### config.mk
export PLATFORM = sky130hd
export DESIGN_NAME = spi_master_top
export DESIGN_NICKNAME = d
export VERILOG_FILES = /design/src/hw/spi_pkg.sv /design/src/hw/spi_xfer_if.sv /design/src/hw/spi_bit_engine.sv /design/src/hw/spi_host_regs.sv /design/src/hw/spi_master_top.sv
export SDC_FILE = /design/constraint.sdc
export NUM_CORES = 1
export LEC_CHECK = 0
export BUFFER_PORTS_ARGS = -buffer_cell sky130_fd_sc_hd__buf_2
export CAP_MARGIN = 10
export CORE_UTILIZATION = 51
export CTS_CLUSTER_DIAMETER = 150
export DETAILED_ROUTE_END_ITERATION = 10
export GPL_TIMING_DRIVEN = 1
export HOLD_SLACK_MARGIN = 0.03
export PLACE_DENSITY = 0.8
export SLEW_MARGIN = 20
export SYNTH_ARGS = -nofsm -noshare
export SYNTH_HDL_FRONTEND = slang
export SYNTH_SLANG_ARGS = --single-unit
### constraint.sdc
create_clock -name clk_i -period 3 [get_ports clk_i]
set_clock_uncertainty 0.05 [all_clocks]
set_input_delay 0.15 -clock clk_i [delete_from_list [all_inputs] [get_ports clk_i]]
set_output_delay 0.15 -clock clk_i [all_outputs]
set_load 0.005 [all_outputs]
### src/hw/spi_pkg.sv
package spi_pkg;

   // ~~~~~~~~~~~~~~~~~~~~~~~~~~~~~~~~~~~~~~~~~~~~~~~~~~~~~~~~~~~~~~~~~~~~~~~~~~~~
   // vector types.
   // ~~~~~~~~~~~~~~~~~~~~~~~~~~~~~~~~~~~~~~~~~~~~~~~~~~~~~~~~~~~~~~~~~~~~~~~~~~~~

   typedef logic [7:0]  spi_byte_t;   // one serial byte.
   typedef logic [31:0] bus_word_t;   // host bus data.
   typedef logic [2:0]  reg_addr_t;   // host bus register address.

   // ~~~~~~~~~~~~~~~~~~~~~~~~~~~~~~~~~~~~~~~~~~~~~~~~~~~~~~~~~~~~~~~~~~~~~~~~~~~~
   // register map.
   // ~~~~~~~~~~~~~~~~~~~~~~~~~~~~~~~~~~~~~~~~~~~~~~~~~~~~~~~~~~~~~~~~~~~~~~~~~~~~

   // read only, returns the live shift register.
   localparam reg_addr_t ADDR_RXSHIFT = 3'd0;

   // write queues a byte, read returns the buffer.
   localparam reg_addr_t ADDR_TXBUF   = 3'd1;

   // write sets the enables, read returns {tx_ready, tx_empty}.
   localparam reg_addr_t ADDR_IRQ     = 3'd2;

   // bit 1 cpol, bit 0 cpha.
   localparam reg_addr_t ADDR_MODE    = 3'd3;

   // half bit length minus one, in clk_i cycles.
   localparam reg_addr_t ADDR_BAUD    = 3'd4;

   // ~~~~~~~~~~~~~~~~~~~~~~~~~~~~~~~~~~~~~~~~~~~~~~~~~~~~~~~~~~~~~~~~~~~~~~~~~~~~
   // bit sequencer states.
   // ~~~~~~~~~~~~~~~~~~~~~~~~~~~~~~~~~~~~~~~~~~~~~~~~~~~~~~~~~~~~~~~~~~~~~~~~~~~~

   typedef enum logic [1:0] {
      SEQ_IDLE   = 2'd0,   // nothing shifting.
      SEQ_PHASE1 = 2'd1,   // second half of a bit, ends with the sample.
      SEQ_PHASE2 = 2'd2    // first half of a bit.
   } seq_state_e;

endpackage

### src/hw/spi_xfer_if.sv
`timescale 1ns/10ps

interface spi_xfer_if #(
   parameter int BAUD_WIDTH = 8
);

   import spi_pkg::*;

   // register stage to bit engine.
   logic                  buf_full;     // a byte is queued.
   spi_byte_t             tx_byte;      // the queued byte.
   logic                  cpol;
   logic                  cpha;
   logic [BAUD_WIDTH-1:0] divisor;

   // bit engine to register stage.
   logic                  load;         // buffer moves into the shifter.
   logic                  shift;        // one bit moves through the shifter.
   seq_state_e            state;
   spi_byte_t             shift_next;   // shifter value after the next shift.
   spi_byte_t             shift_q;

   modport regs (
      output buf_full, tx_byte, cpol, cpha, divisor,
      input  load, state, shift_next, shift_q
   );

   modport engine (
      input  buf_full, tx_byte, cpol, cpha, divisor,
      output load, shift, state, shift_next, shift_q
   );

endinterface

### src/hw/spi_bit_engine.sv
`timescale 1ns/10ps

module spi_bit_engine #(
   parameter int BAUD_WIDTH = 8
) (
   input  logic       clk_i,
   input  logic       rst_i,
   input  logic       miso_i,
   output logic       sclk_o,
   output logic       mosi_o,
   spi_xfer_if.engine xfer
);

   import spi_pkg::*;

   seq_state_e            state_q;
   seq_state_e            state_d;
   logic [BAUD_WIDTH-1:0] cnt_q;       // half bit down counter.
   logic [BAUD_WIDTH-1:0] cnt_d;
   logic [2:0]            bit_q;       // bits left in the byte, minus one.
   logic [2:0]            bit_d;
   spi_byte_t             sr_q;
   logic                  lead_level;  // sclk during PHASE2.

   assign lead_level = xfer.cpol ^ xfer.cpha;

   // ~~~~~~~~~~~~~~~~~~~~~~~~~~~~~~~~~~~~~~~~~~~~~~~~~~~~~~~~~~~~~~~~~~~~~~~~~~~~
   // phase sequencer.
   // ~~~~~~~~~~~~~~~~~~~~~~~~~~~~~~~~~~~~~~~~~~~~~~~~~~~~~~~~~~~~~~~~~~~~~~~~~~~~

   always_comb
   begin
      state_d    = state_q;
      cnt_d      = xfer.divisor;   // reload whenever the count is not running.
      bit_d      = bit_q;
      sclk_o     = xfer.cpol;
      xfer.load  = 1'b0;
      xfer.shift = 1'b0;

      case (state_q)
         SEQ_IDLE:
         begin
            if (xfer.buf_full)
            begin
               bit_d     = 3'd7;
               xfer.load = 1'b1;
               state_d   = SEQ_PHASE2;
            end
         end

         SEQ_PHASE2:
         begin
            sclk_o = lead_level;
            if (cnt_q == '0)
               state_d = SEQ_PHASE1;
            else
               cnt_d = cnt_q - 1'b1;
         end

         SEQ_PHASE1:
         begin
            sclk_o = ~lead_level;
            if (cnt_q == '0)
            begin
               xfer.shift = 1'b1;     // sample point.
               bit_d      = bit_q - 1'b1;
               if (bit_q != 3'd0)
                  state_d = SEQ_PHASE2;
               else if (xfer.buf_full)
               begin
                  // next byte follows without a gap.
                  bit_d     = 3'd7;
                  xfer.load = 1'b1;
                  state_d   = SEQ_PHASE2;
               end
               else
                  state_d = SEQ_IDLE;
            end
            else
               cnt_d = cnt_q - 1'b1;
         end

         default:
            state_d = SEQ_IDLE;
      endcase
   end

   always_ff @(posedge clk_i or posedge rst_i)
   begin
      if (rst_i)
         state_q <= SEQ_IDLE;
      else
         state_q <= state_d;
   end

   // ~~~~~~~~~~~~~~~~~~~~~~~~~~~~~~~~~~~~~~~~~~~~~~~~~~~~~~~~~~~~~~~~~~~~~~~~~~~~
   // counters and shift register.
   // ~~~~~~~~~~~~~~~~~~~~~~~~~~~~~~~~~~~~~~~~~~~~~~~~~~~~~~~~~~~~~~~~~~~~~~~~~~~~

   always_ff @(posedge clk_i)
   begin
      cnt_q <= cnt_d;
      bit_q <= bit_d;
      if (xfer.load)
         sr_q <= xfer.tx_byte;
      else if (xfer.shift)
         sr_q <= xfer.shift_next;   // msb out, miso in at the bottom.
   end

   assign xfer.shift_next = {sr_q[6:0], miso_i};
   assign xfer.shift_q    = sr_q;
   assign xfer.state      = state_q;

   assign mosi_o = sr_q[7];

endmodule

### src/hw/spi_host_regs.sv
`timescale 1ns/10ps

module spi_host_regs #(
   parameter int BAUD_WIDTH = 8,
   parameter int SPI_MODE   = 4
) (
   input  logic               clk_i,
   input  logic               rst_i,
   input  logic               stb_i,
   input  logic               we_i,
   input  spi_pkg::reg_addr_t adr_i,
   input  spi_pkg::bus_word_t dat_i,
   output spi_pkg::bus_word_t dat_o,
   output logic               int_o,
   spi_xfer_if.regs           xfer
);

   import spi_pkg::*;

   // a value of 0 to 3 ties the mode, anything else uses the register.
   localparam bit         MODE_FIXED = (SPI_MODE >= 0) && (SPI_MODE < 4);
   localparam logic [1:0] MODE_BITS  = 2'(SPI_MODE);

   logic                  wr;
   logic                  txbuf_stb;
   logic                  irq_stb;
   logic                  mode_stb;
   logic                  baud_stb;

   spi_byte_t             buf_q;
   logic                  buf_full_q;
   logic                  txr_en_q;
   logic                  txe_en_q;
   logic                  cpol_q;
   logic                  cpha_q;
   logic [BAUD_WIDTH-1:0] div_q;

   logic                  tx_ready;
   logic                  tx_empty;

   // ~~~~~~~~~~~~~~~~~~~~~~~~~~~~~~~~~~~~~~~~~~~~~~~~~~~~~~~~~~~~~~~~~~~~~~~~~~~~
   // write decode.
   // ~~~~~~~~~~~~~~~~~~~~~~~~~~~~~~~~~~~~~~~~~~~~~~~~~~~~~~~~~~~~~~~~~~~~~~~~~~~~

   assign wr        = stb_i & we_i;
   assign txbuf_stb = wr & (adr_i == ADDR_TXBUF);
   assign irq_stb   = wr & (adr_i == ADDR_IRQ);
   assign mode_stb  = wr & (adr_i == ADDR_MODE);
   assign baud_stb  = wr & (adr_i == ADDR_BAUD);

   always_ff @(posedge clk_i or posedge rst_i)
   begin
      if (rst_i)
      begin
         buf_full_q <= 1'b0;
         txr_en_q   <= 1'b0;
         txe_en_q   <= 1'b0;
         cpol_q     <= 1'b0;
         cpha_q     <= 1'b0;
         div_q      <= '0;
      end
      else
      begin
         if (irq_stb)
            {txr_en_q, txe_en_q} <= dat_i[1:0];
         if (mode_stb)
            {cpol_q, cpha_q} <= dat_i[1:0];
         if (baud_stb)
            div_q <= dat_i[BAUD_WIDTH-1:0];
         // a new write wins over a load in the same cycle.
         if (txbuf_stb)
            buf_full_q <= 1'b1;
         else if (xfer.load)
            buf_full_q <= 1'b0;
      end
   end

   // the buffer doubles as the receive holding register.
   // a load at the end of a byte must take the final sampled bit too.
   always_ff @(posedge clk_i)
   begin
      if (txbuf_stb)
         buf_q <= dat_i[7:0];
      else if (xfer.load)
         buf_q <= (xfer.state == SEQ_IDLE) ? xfer.shift_q : xfer.shift_next;
   end

   // ~~~~~~~~~~~~~~~~~~~~~~~~~~~~~~~~~~~~~~~~~~~~~~~~~~~~~~~~~~~~~~~~~~~~~~~~~~~~
   // to the bit engine.
   // ~~~~~~~~~~~~~~~~~~~~~~~~~~~~~~~~~~~~~~~~~~~~~~~~~~~~~~~~~~~~~~~~~~~~~~~~~~~~

   assign xfer.buf_full = buf_full_q;
   assign xfer.tx_byte  = buf_q;
   assign xfer.cpol     = MODE_FIXED ? MODE_BITS[1] : cpol_q;
   assign xfer.cpha     = MODE_FIXED ? MODE_BITS[0] : cpha_q;
   assign xfer.divisor  = div_q;

   // status and interrupt.
   assign tx_ready = ~buf_full_q;                 // room for another byte.
   assign tx_empty = (xfer.state == SEQ_IDLE);    // serial side quiet.

   assign int_o = (tx_ready & txr_en_q) | (tx_empty & txe_en_q);

   // read mux, purely combinational from the address.
   always_comb
   begin
      dat_o = '0;
      case (adr_i)
         ADDR_RXSHIFT: dat_o[7:0] = xfer.shift_q;
         ADDR_TXBUF:   dat_o[7:0] = buf_q;
         ADDR_IRQ:     dat_o[1:0] = {tx_ready, tx_empty};
         default:      dat_o      = '0;   // mode and baud are write only.
      endcase
   end

endmodule

### src/hw/spi_master_top.sv
`timescale 1ns/10ps

module spi_master_top #(
   parameter int BAUD_WIDTH = 8,   // divisor and half bit counter width.
   parameter int SPI_MODE   = 4    // 0..3 fixed mode, 4 programmable.
) (
   input  logic               clk_i,
   input  logic               rst_i,

   // host register port.
   input  logic               stb_i,
   input  logic               we_i,
   input  spi_pkg::reg_addr_t adr_i,
   input  spi_pkg::bus_word_t dat_i,
   output spi_pkg::bus_word_t dat_o,
   output logic               int_o,

   // serial pins.
   input  logic               miso_i,
   output logic               mosi_o,
   output logic               sclk_o
);

   // ~~~~~~~~~~~~~~~~~~~~~~~~~~~~~~~~~~~~~~~~~~~~~~~~~~~~~~~~~~~~~~~~~~~~~~~~~~~~
   // link between the register stage and the bit engine.
   // ~~~~~~~~~~~~~~~~~~~~~~~~~~~~~~~~~~~~~~~~~~~~~~~~~~~~~~~~~~~~~~~~~~~~~~~~~~~~

   spi_xfer_if #(
      .BAUD_WIDTH (BAUD_WIDTH)
   ) xfer ();

   // ~~~~~~~~~~~~~~~~~~~~~~~~~~~~~~~~~~~~~~~~~~~~~~~~~~~~~~~~~~~~~~~~~~~~~~~~~~~~
   // stages.
   // ~~~~~~~~~~~~~~~~~~~~~~~~~~~~~~~~~~~~~~~~~~~~~~~~~~~~~~~~~~~~~~~~~~~~~~~~~~~~

   // registers, buffer byte, status and interrupt.
   spi_host_regs #(
      .BAUD_WIDTH (BAUD_WIDTH),
      .SPI_MODE   (SPI_MODE)
   ) u_regs (
      .clk_i (clk_i),
      .rst_i (rst_i),
      .stb_i (stb_i),
      .we_i  (we_i),
      .adr_i (adr_i),
      .dat_i (dat_i),
      .dat_o (dat_o),
      .int_o (int_o),
      .xfer  (xfer.regs)
   );

   // timing, sequencing and the shifter.
   spi_bit_engine #(
      .BAUD_WIDTH (BAUD_WIDTH)
   ) u_engine (
      .clk_i  (clk_i),
      .rst_i  (rst_i),
      .miso_i (miso_i),
      .sclk_o (sclk_o),
      .mosi_o (mosi_o),
      .xfer   (xfer.engine)
   );

endmodule

Word-level counts from Yosys, hierarchy flattened

Cells that the tools add are included.

Register bits after elaboration: 42
Input bits: 40
Output and inout port bits: 35

Add/sub/neg operators: 2
Equality and inequality tests: 9
Mux-type cells: 29
Bitwise operators: 11
Reductions and logical operators: 10

Operators by type and width:

| operator            | count |
|---|---|
| $mux 8              | 7 |
| $mux 3              | 4 |
| $pmux 2 s3          | 2 |
| $pmux 6 s2          | 1 |
| $mux 2              | 5 |
| $logic_not 8->1     | 1 |
| $sub 8x1->8 const B | 1 |
| $and 1x1->1         | 7 |
| $mux 1              | 7 |
| $eq 3x2->1 const B  | 2 |
| $ne 2x1->1 const B  | 3 |
| $pmux 3 s2          | 1 |
| $reduce_and 3->1    | 2 |
| $reduce_bool 2->1   | 3 |
| $pmux 1 s2          | 2 |
| $eq 3x1->1 const B  | 1 |
| $eq 3x3->1 const B  | 1 |
| $logic_not 3->1     | 1 |
| $reduce_bool 3->1   | 1 |
| $sub 3x1->3 const B | 1 |
| $eq 2x1->1 const B  | 1 |
| $eq 2x2->1 const B  | 1 |
| $logic_not 2->1     | 1 |
| $not 1->1           | 2 |
| 3 further kinds     | 3 |

Longest topological paths before layout

Word-level depth: 6
Gate-level depth with buffers: 7
Gate-level depth less buffers: 6

By module

A second synthesis with hierarchy kept.

Cell total of the unflattened synthesis: 245
Area, all modules: 2561.2 um^2

Modules (own cells, without submodules):

| module         | instances | cells an instance | area each (um^2) |
|---|---|---|---|
| spi_host_regs  | 1         | 119               | 1300.0 |
| spi_bit_engine | 1         | 126               | 1261.2 |

Worst setup path before layout

OpenSTA, ideal clock, no wires.

Path kind: register to register
From: register u_engine.cnt_q[0]
To: register u_regs.buf_q[0], in the netlist u_regs.xfer.tx_byte[0], enable pin
Arrival: 1614 ps
Slack: 952 ps
Stages on the path, launching flop included: 7
Cell sequence: dfxtp_1 -> inv_1 -> ha_1 -> or3b_2 -> nor2_4 -> a22oi_4 -> o21ai_0

Longest elaborated chain between the ends: 4

RTL lines:

| item                               | RTL line              | source |
|---|---|---|
| start: declaration                 | spi_bit_engine.sv:18  | `logic [BAUD_WIDTH-1:0] cnt_q;` |
| start signal: assignment           | spi_bit_engine.sv:102 | `cnt_q <= cnt_d;` |
| $logic_not 8->1                    | spi_bit_engine.sv:63  | `if (cnt_q == '0)` |
| $mux 1                             | spi_bit_engine.sv:63  |  |
| $pmux 1 s2                         | spi_bit_engine.sv:40  | `case (state_q)` |
| $reduce_bool 2->1 (no source line) | n/a                   |  |
| end signal: assignment             | spi_host_regs.sv:83   | `buf_q <= dat_i[7:0];` |
| end signal: assignment             | spi_host_regs.sv:85   | `buf_q <= (xfer.state == SEQ_IDLE) ? xfer.shift_q : xfer.shift_next;` |
| end: declaration                   | spi_host_regs.sv:30   | `spi_byte_t buf_q;` |

Every way passes these cells.
A chain may end at the register's enable or synchronous reset.

Worst setup path in the final report

Same ends and word-level chain as after synthesis.

==> impl_metrics.py <==
metrics = {
    "setup_path": {
        "r2r-start": "u_engine.cnt_q[0]$_DFF_P_",
        "path_max_fanout": 9,
        "crit_path_end_kind": "flop",
        "crit_type": "flop to flop",
        "worstPathArrival_ns": 2.21,
        "start_kind": "flop",
        "cp.required_ns": 2.88,
        "startpoint": "u_engine.cnt_q[0]$_DFF_P_",
    },
    "floorplan": {
        "rows": 24,
        "die_h_um": 70.9,
        "ios": 75,
        "start_util_pct": 54.4,
        "die_w_um": 70.9,
        "core-area_um2": 4440,
        "dieArea_um2": 5020,
    },
    "yosys": {
        "yosysSeqAreaShare_pct": 45.7,
        "synth_common_cells": "24 x buf_4, 22 x nand2_1, 21 x o21ai_0",
        "synth.area.mux_share_pct": 15.5,
        "synth-edff-count": 19,
        "ys_top_cells_by_area": "edfxtp_1 24%, dfrtp_1 16%, mux2_2 8.8%, buf_4 7.4%, dfxtp_1 6.6%",
        "synth_most_common_cell": "buf_4",
        "synth_area_um2": 2420,
        "synth_warnings": 0,
        "ys.flop_type": "edfxtp_1",
        "yosysTopAreaCell": "edfxtp_1",
        "syn_area_per_cell_um2": 10.3,
        "synth_adder_area_share_pct": 3.62,
        "synth-seq-cells": 42,
        "synthArstFlopShare_pct": 35.7,
        "synth-xor-area-share_pct": 2.17,
        "synth_compound_area_share_pct": 9.72,
        "synth_top_area_share_pct": 23.6,
        "synthSimpleGateAreaFrac_pct": 12.7,
        "synth.distinct_cells": 42,
        "synth_top_family_by_area": "multiplexers",
        "netlist_instances": 234,
    },
    "global_routing": {
        "antenna_found_initial": 0,
        "grt_max_degree": 16,
        "track_usage_pct": 19.0,
        "grt_pass1_vias": 1533,
        "gr-total-overflow": 0,
        "grt_pass1_wl_mm": 7.28,
    },
    "cells_and_area": {
        "drive_above_1_share_pct": 23.6,
        "diodes": 0,
        "area_growth_syn_to_layout_pct": 8.58,
        "n_fill_cell": 375,
        "nNetsFinal": 309,
        "final_area_um2": 2630,
    },
    "cts": {
        "clk_latency_ns": 0.30,
        "ctsHtreeMaxLevel": 2,
        "clk_path_buf_depth": 2,
        "cts_root_buf": "clkbuf_8",
        "numCtsBuffers": 5,
        "cts_sinks": 42,
        "clk_pin_slew_worst_paths_ns": 0.08,
        "post_cts_buffers": 0,
        "cts_tree": "built",
    },
    "power": {
        "swShare_pct": 35.6,
        "p_switching_uw": 758,
        "cellLeakagePower_uw": 0.00118,
        "finalPower_uw": 2130,
        "pwr-share-seq_pct": 40.9,
        "p_int_uw": 1370,
        "p_per_area_nw_per_um2": 809,
        "comb_power_share_pct": 38.0,
        "p_clk_share_pct": 21.1,
        "peakVddDrop_uv": 688,
    },
    "run": {
        "drv_cap": 0,
    },
    "sta": {
        "setup_violations": 0,
        "fin_tns_setup_ns": 0,
        "finalHoldWorstSlack_ns": 0.0517,
        "fin_crit_ns": 2.33,
        "finalHoldViolCount": 0,
        "slew_headroom_pct": 47.4,
        "worstMarginPinSlew_ns": 0.784,
        "fmax_mhz": 430,
        "grt_setup_unrepaired": "no",
        "finalCritPeriodShare_pct": 77.6,
        "slew_violations": 0,
    },
    "route": {
        "wl_per_cell_um": 14.0,
        "route.vias.total": 1663,
        "firstDrtPassIters": 6,
        "drtAntennaViolNets": 0,
        "first_iter_violations": 83,
        "viasPerCell": 5.28,
        "drc": 0,
        "wl_mm": 4.41,
    },
    "placed_design": {
        "portBuffers": 26,
        "placed_area_um2": 2510,
        "gp_congestion": 0.754,
        "dp_hpwl_mm": 3.27,
    },
    "min_path": {
        "min-delay-start": "dat_i[6]",
        "hold_path.class": "input port to flop",
    },
    "status": {
        "outcome": "complete, no violations",
    },
}
## layout make-up
type                    instances  area (um2)  share of cell area [%]
multi-input cells             173        1150                    43.6
flip-flops and latches         42        1110                    42.1
repair buffers                 30         163                    6.19
clock buffers                   6        72.6                    2.76
well taps                      52        65.1                    2.48
clock inverters                 2        37.5                    1.43
inverters                      10        37.5                    1.43
## worst paths after layout
path                       cells after the start  slack (ns)                            endpoint
setup / recovery                               6        0.67    u_regs.xfer.tx_byte[0]$_DFFE_PP_
hold / removal                                 2        0.05  u_regs.xfer.divisor[6]$_DFFE_PP0P_
setup reg to reg                               6        0.67    u_regs.xfer.tx_byte[0]$_DFFE_PP_
hold reg to reg                                2        0.43           u_engine.cnt_q[5]$_DFF_P_
max in group asynchronous                      3        2.10    u_regs.xfer.buf_full$_DFFE_PP0P_
min in group asynchronous                      3        0.41  u_regs.xfer.divisor[6]$_DFFE_PP0P_
## stage by stage
stage | cells | util [%] | setup WS [ns]
detailed placement | 306 | 56.4 | 0.637
CTS | 315 | 59.1 | 0.625
global route | 315 | 59.1 | 0.547
global placement | 306 | 56.4 | 0.668
floorplan | 257 | - | 0.952
finish | 315 | 59.1 | 0.672
## sequential cells by signal, indices dropped and copies added, names as in the netlist
register and cells:
u_regs.xfer.cpha 1, u_engine.xfer.shift_q 8, u_regs.xfer.buf_full 1, u_regs.txe_en_q 1, u_regs.txr_en_q 1, u_regs.xfer.tx_byte 8, u_engine.bit_q 3, u_engine.cnt_q 8
u_engine.xfer.state 2, u_regs.xfer.cpol 1, u_regs.xfer.divisor 8
## timing repair
action | CTS | global route
endpoints found under the setup margin | 0 | 0
resized for setup | 0 | 0
hold endpoints to repair | 15 | 0
hold buffers | 1 | 0
## cell usage in the layout, fill, tap and decap left out, drive strengths merged, types with 10 or more instances in the layout
| cell type | Yosys | layout |
|---|---|---|
| buf | 30 | 29 |
| nand2 | 22 | 22 |
| edfxtp | 19 | 19 |
| dfrtp | 15 | 15 |
| o21ai | 22 | 22 |
| mux2i | 16 | 16 |
| nor2 | 21 | 21 |
| inv | 10 | 10 |
| mux2 | 19 | 19 |
| conb | 1 | 24 |
## kinds of logic after synthesis
group | count (synthesis)
AOI/OAI and AO/OA | 38
xor gates and xnor gates | 6
adders and majority gates | 7
buffers and inverters | 42
DFF | 42
muxes | 35
other | 1
and+or+nand+nor | 63
## worst max-delay path, cell delays in order, from the launching register on
cell     delay (ns)
dfxtp_1        0.33
inv_1          0.07
ha_1           0.20
or3b_2         0.52
nor2_4         0.18
a22oi_4        0.13
o21ai_1        0.47
## power groups by stage
| stage | sequential (uW) | combinational (uW) | clock (uW) |
|---|---|---|---|
| final | 870 | 808 | 449 |
| after global routing | 889 | 905 | 472 |
| after CTS | 871 | 819 | 454 |
| after detailed placement | 882 | 814 | 0 |
| after global placement | 875 | 788 | 0 |
| after floorplan | 851 | 680 | 0 |
## per-layer routing
metal  global-route usage, %  up-vias  part of all wire (%)
met5                       0        -                     0
met4                    8.67        0                   1.4
met3                    4.13        7                   4.2
met2                    29.7       46                    46
met1                    25.4      789                    48
li1                        -      821                     -
(Power assumes the default switching activity.)
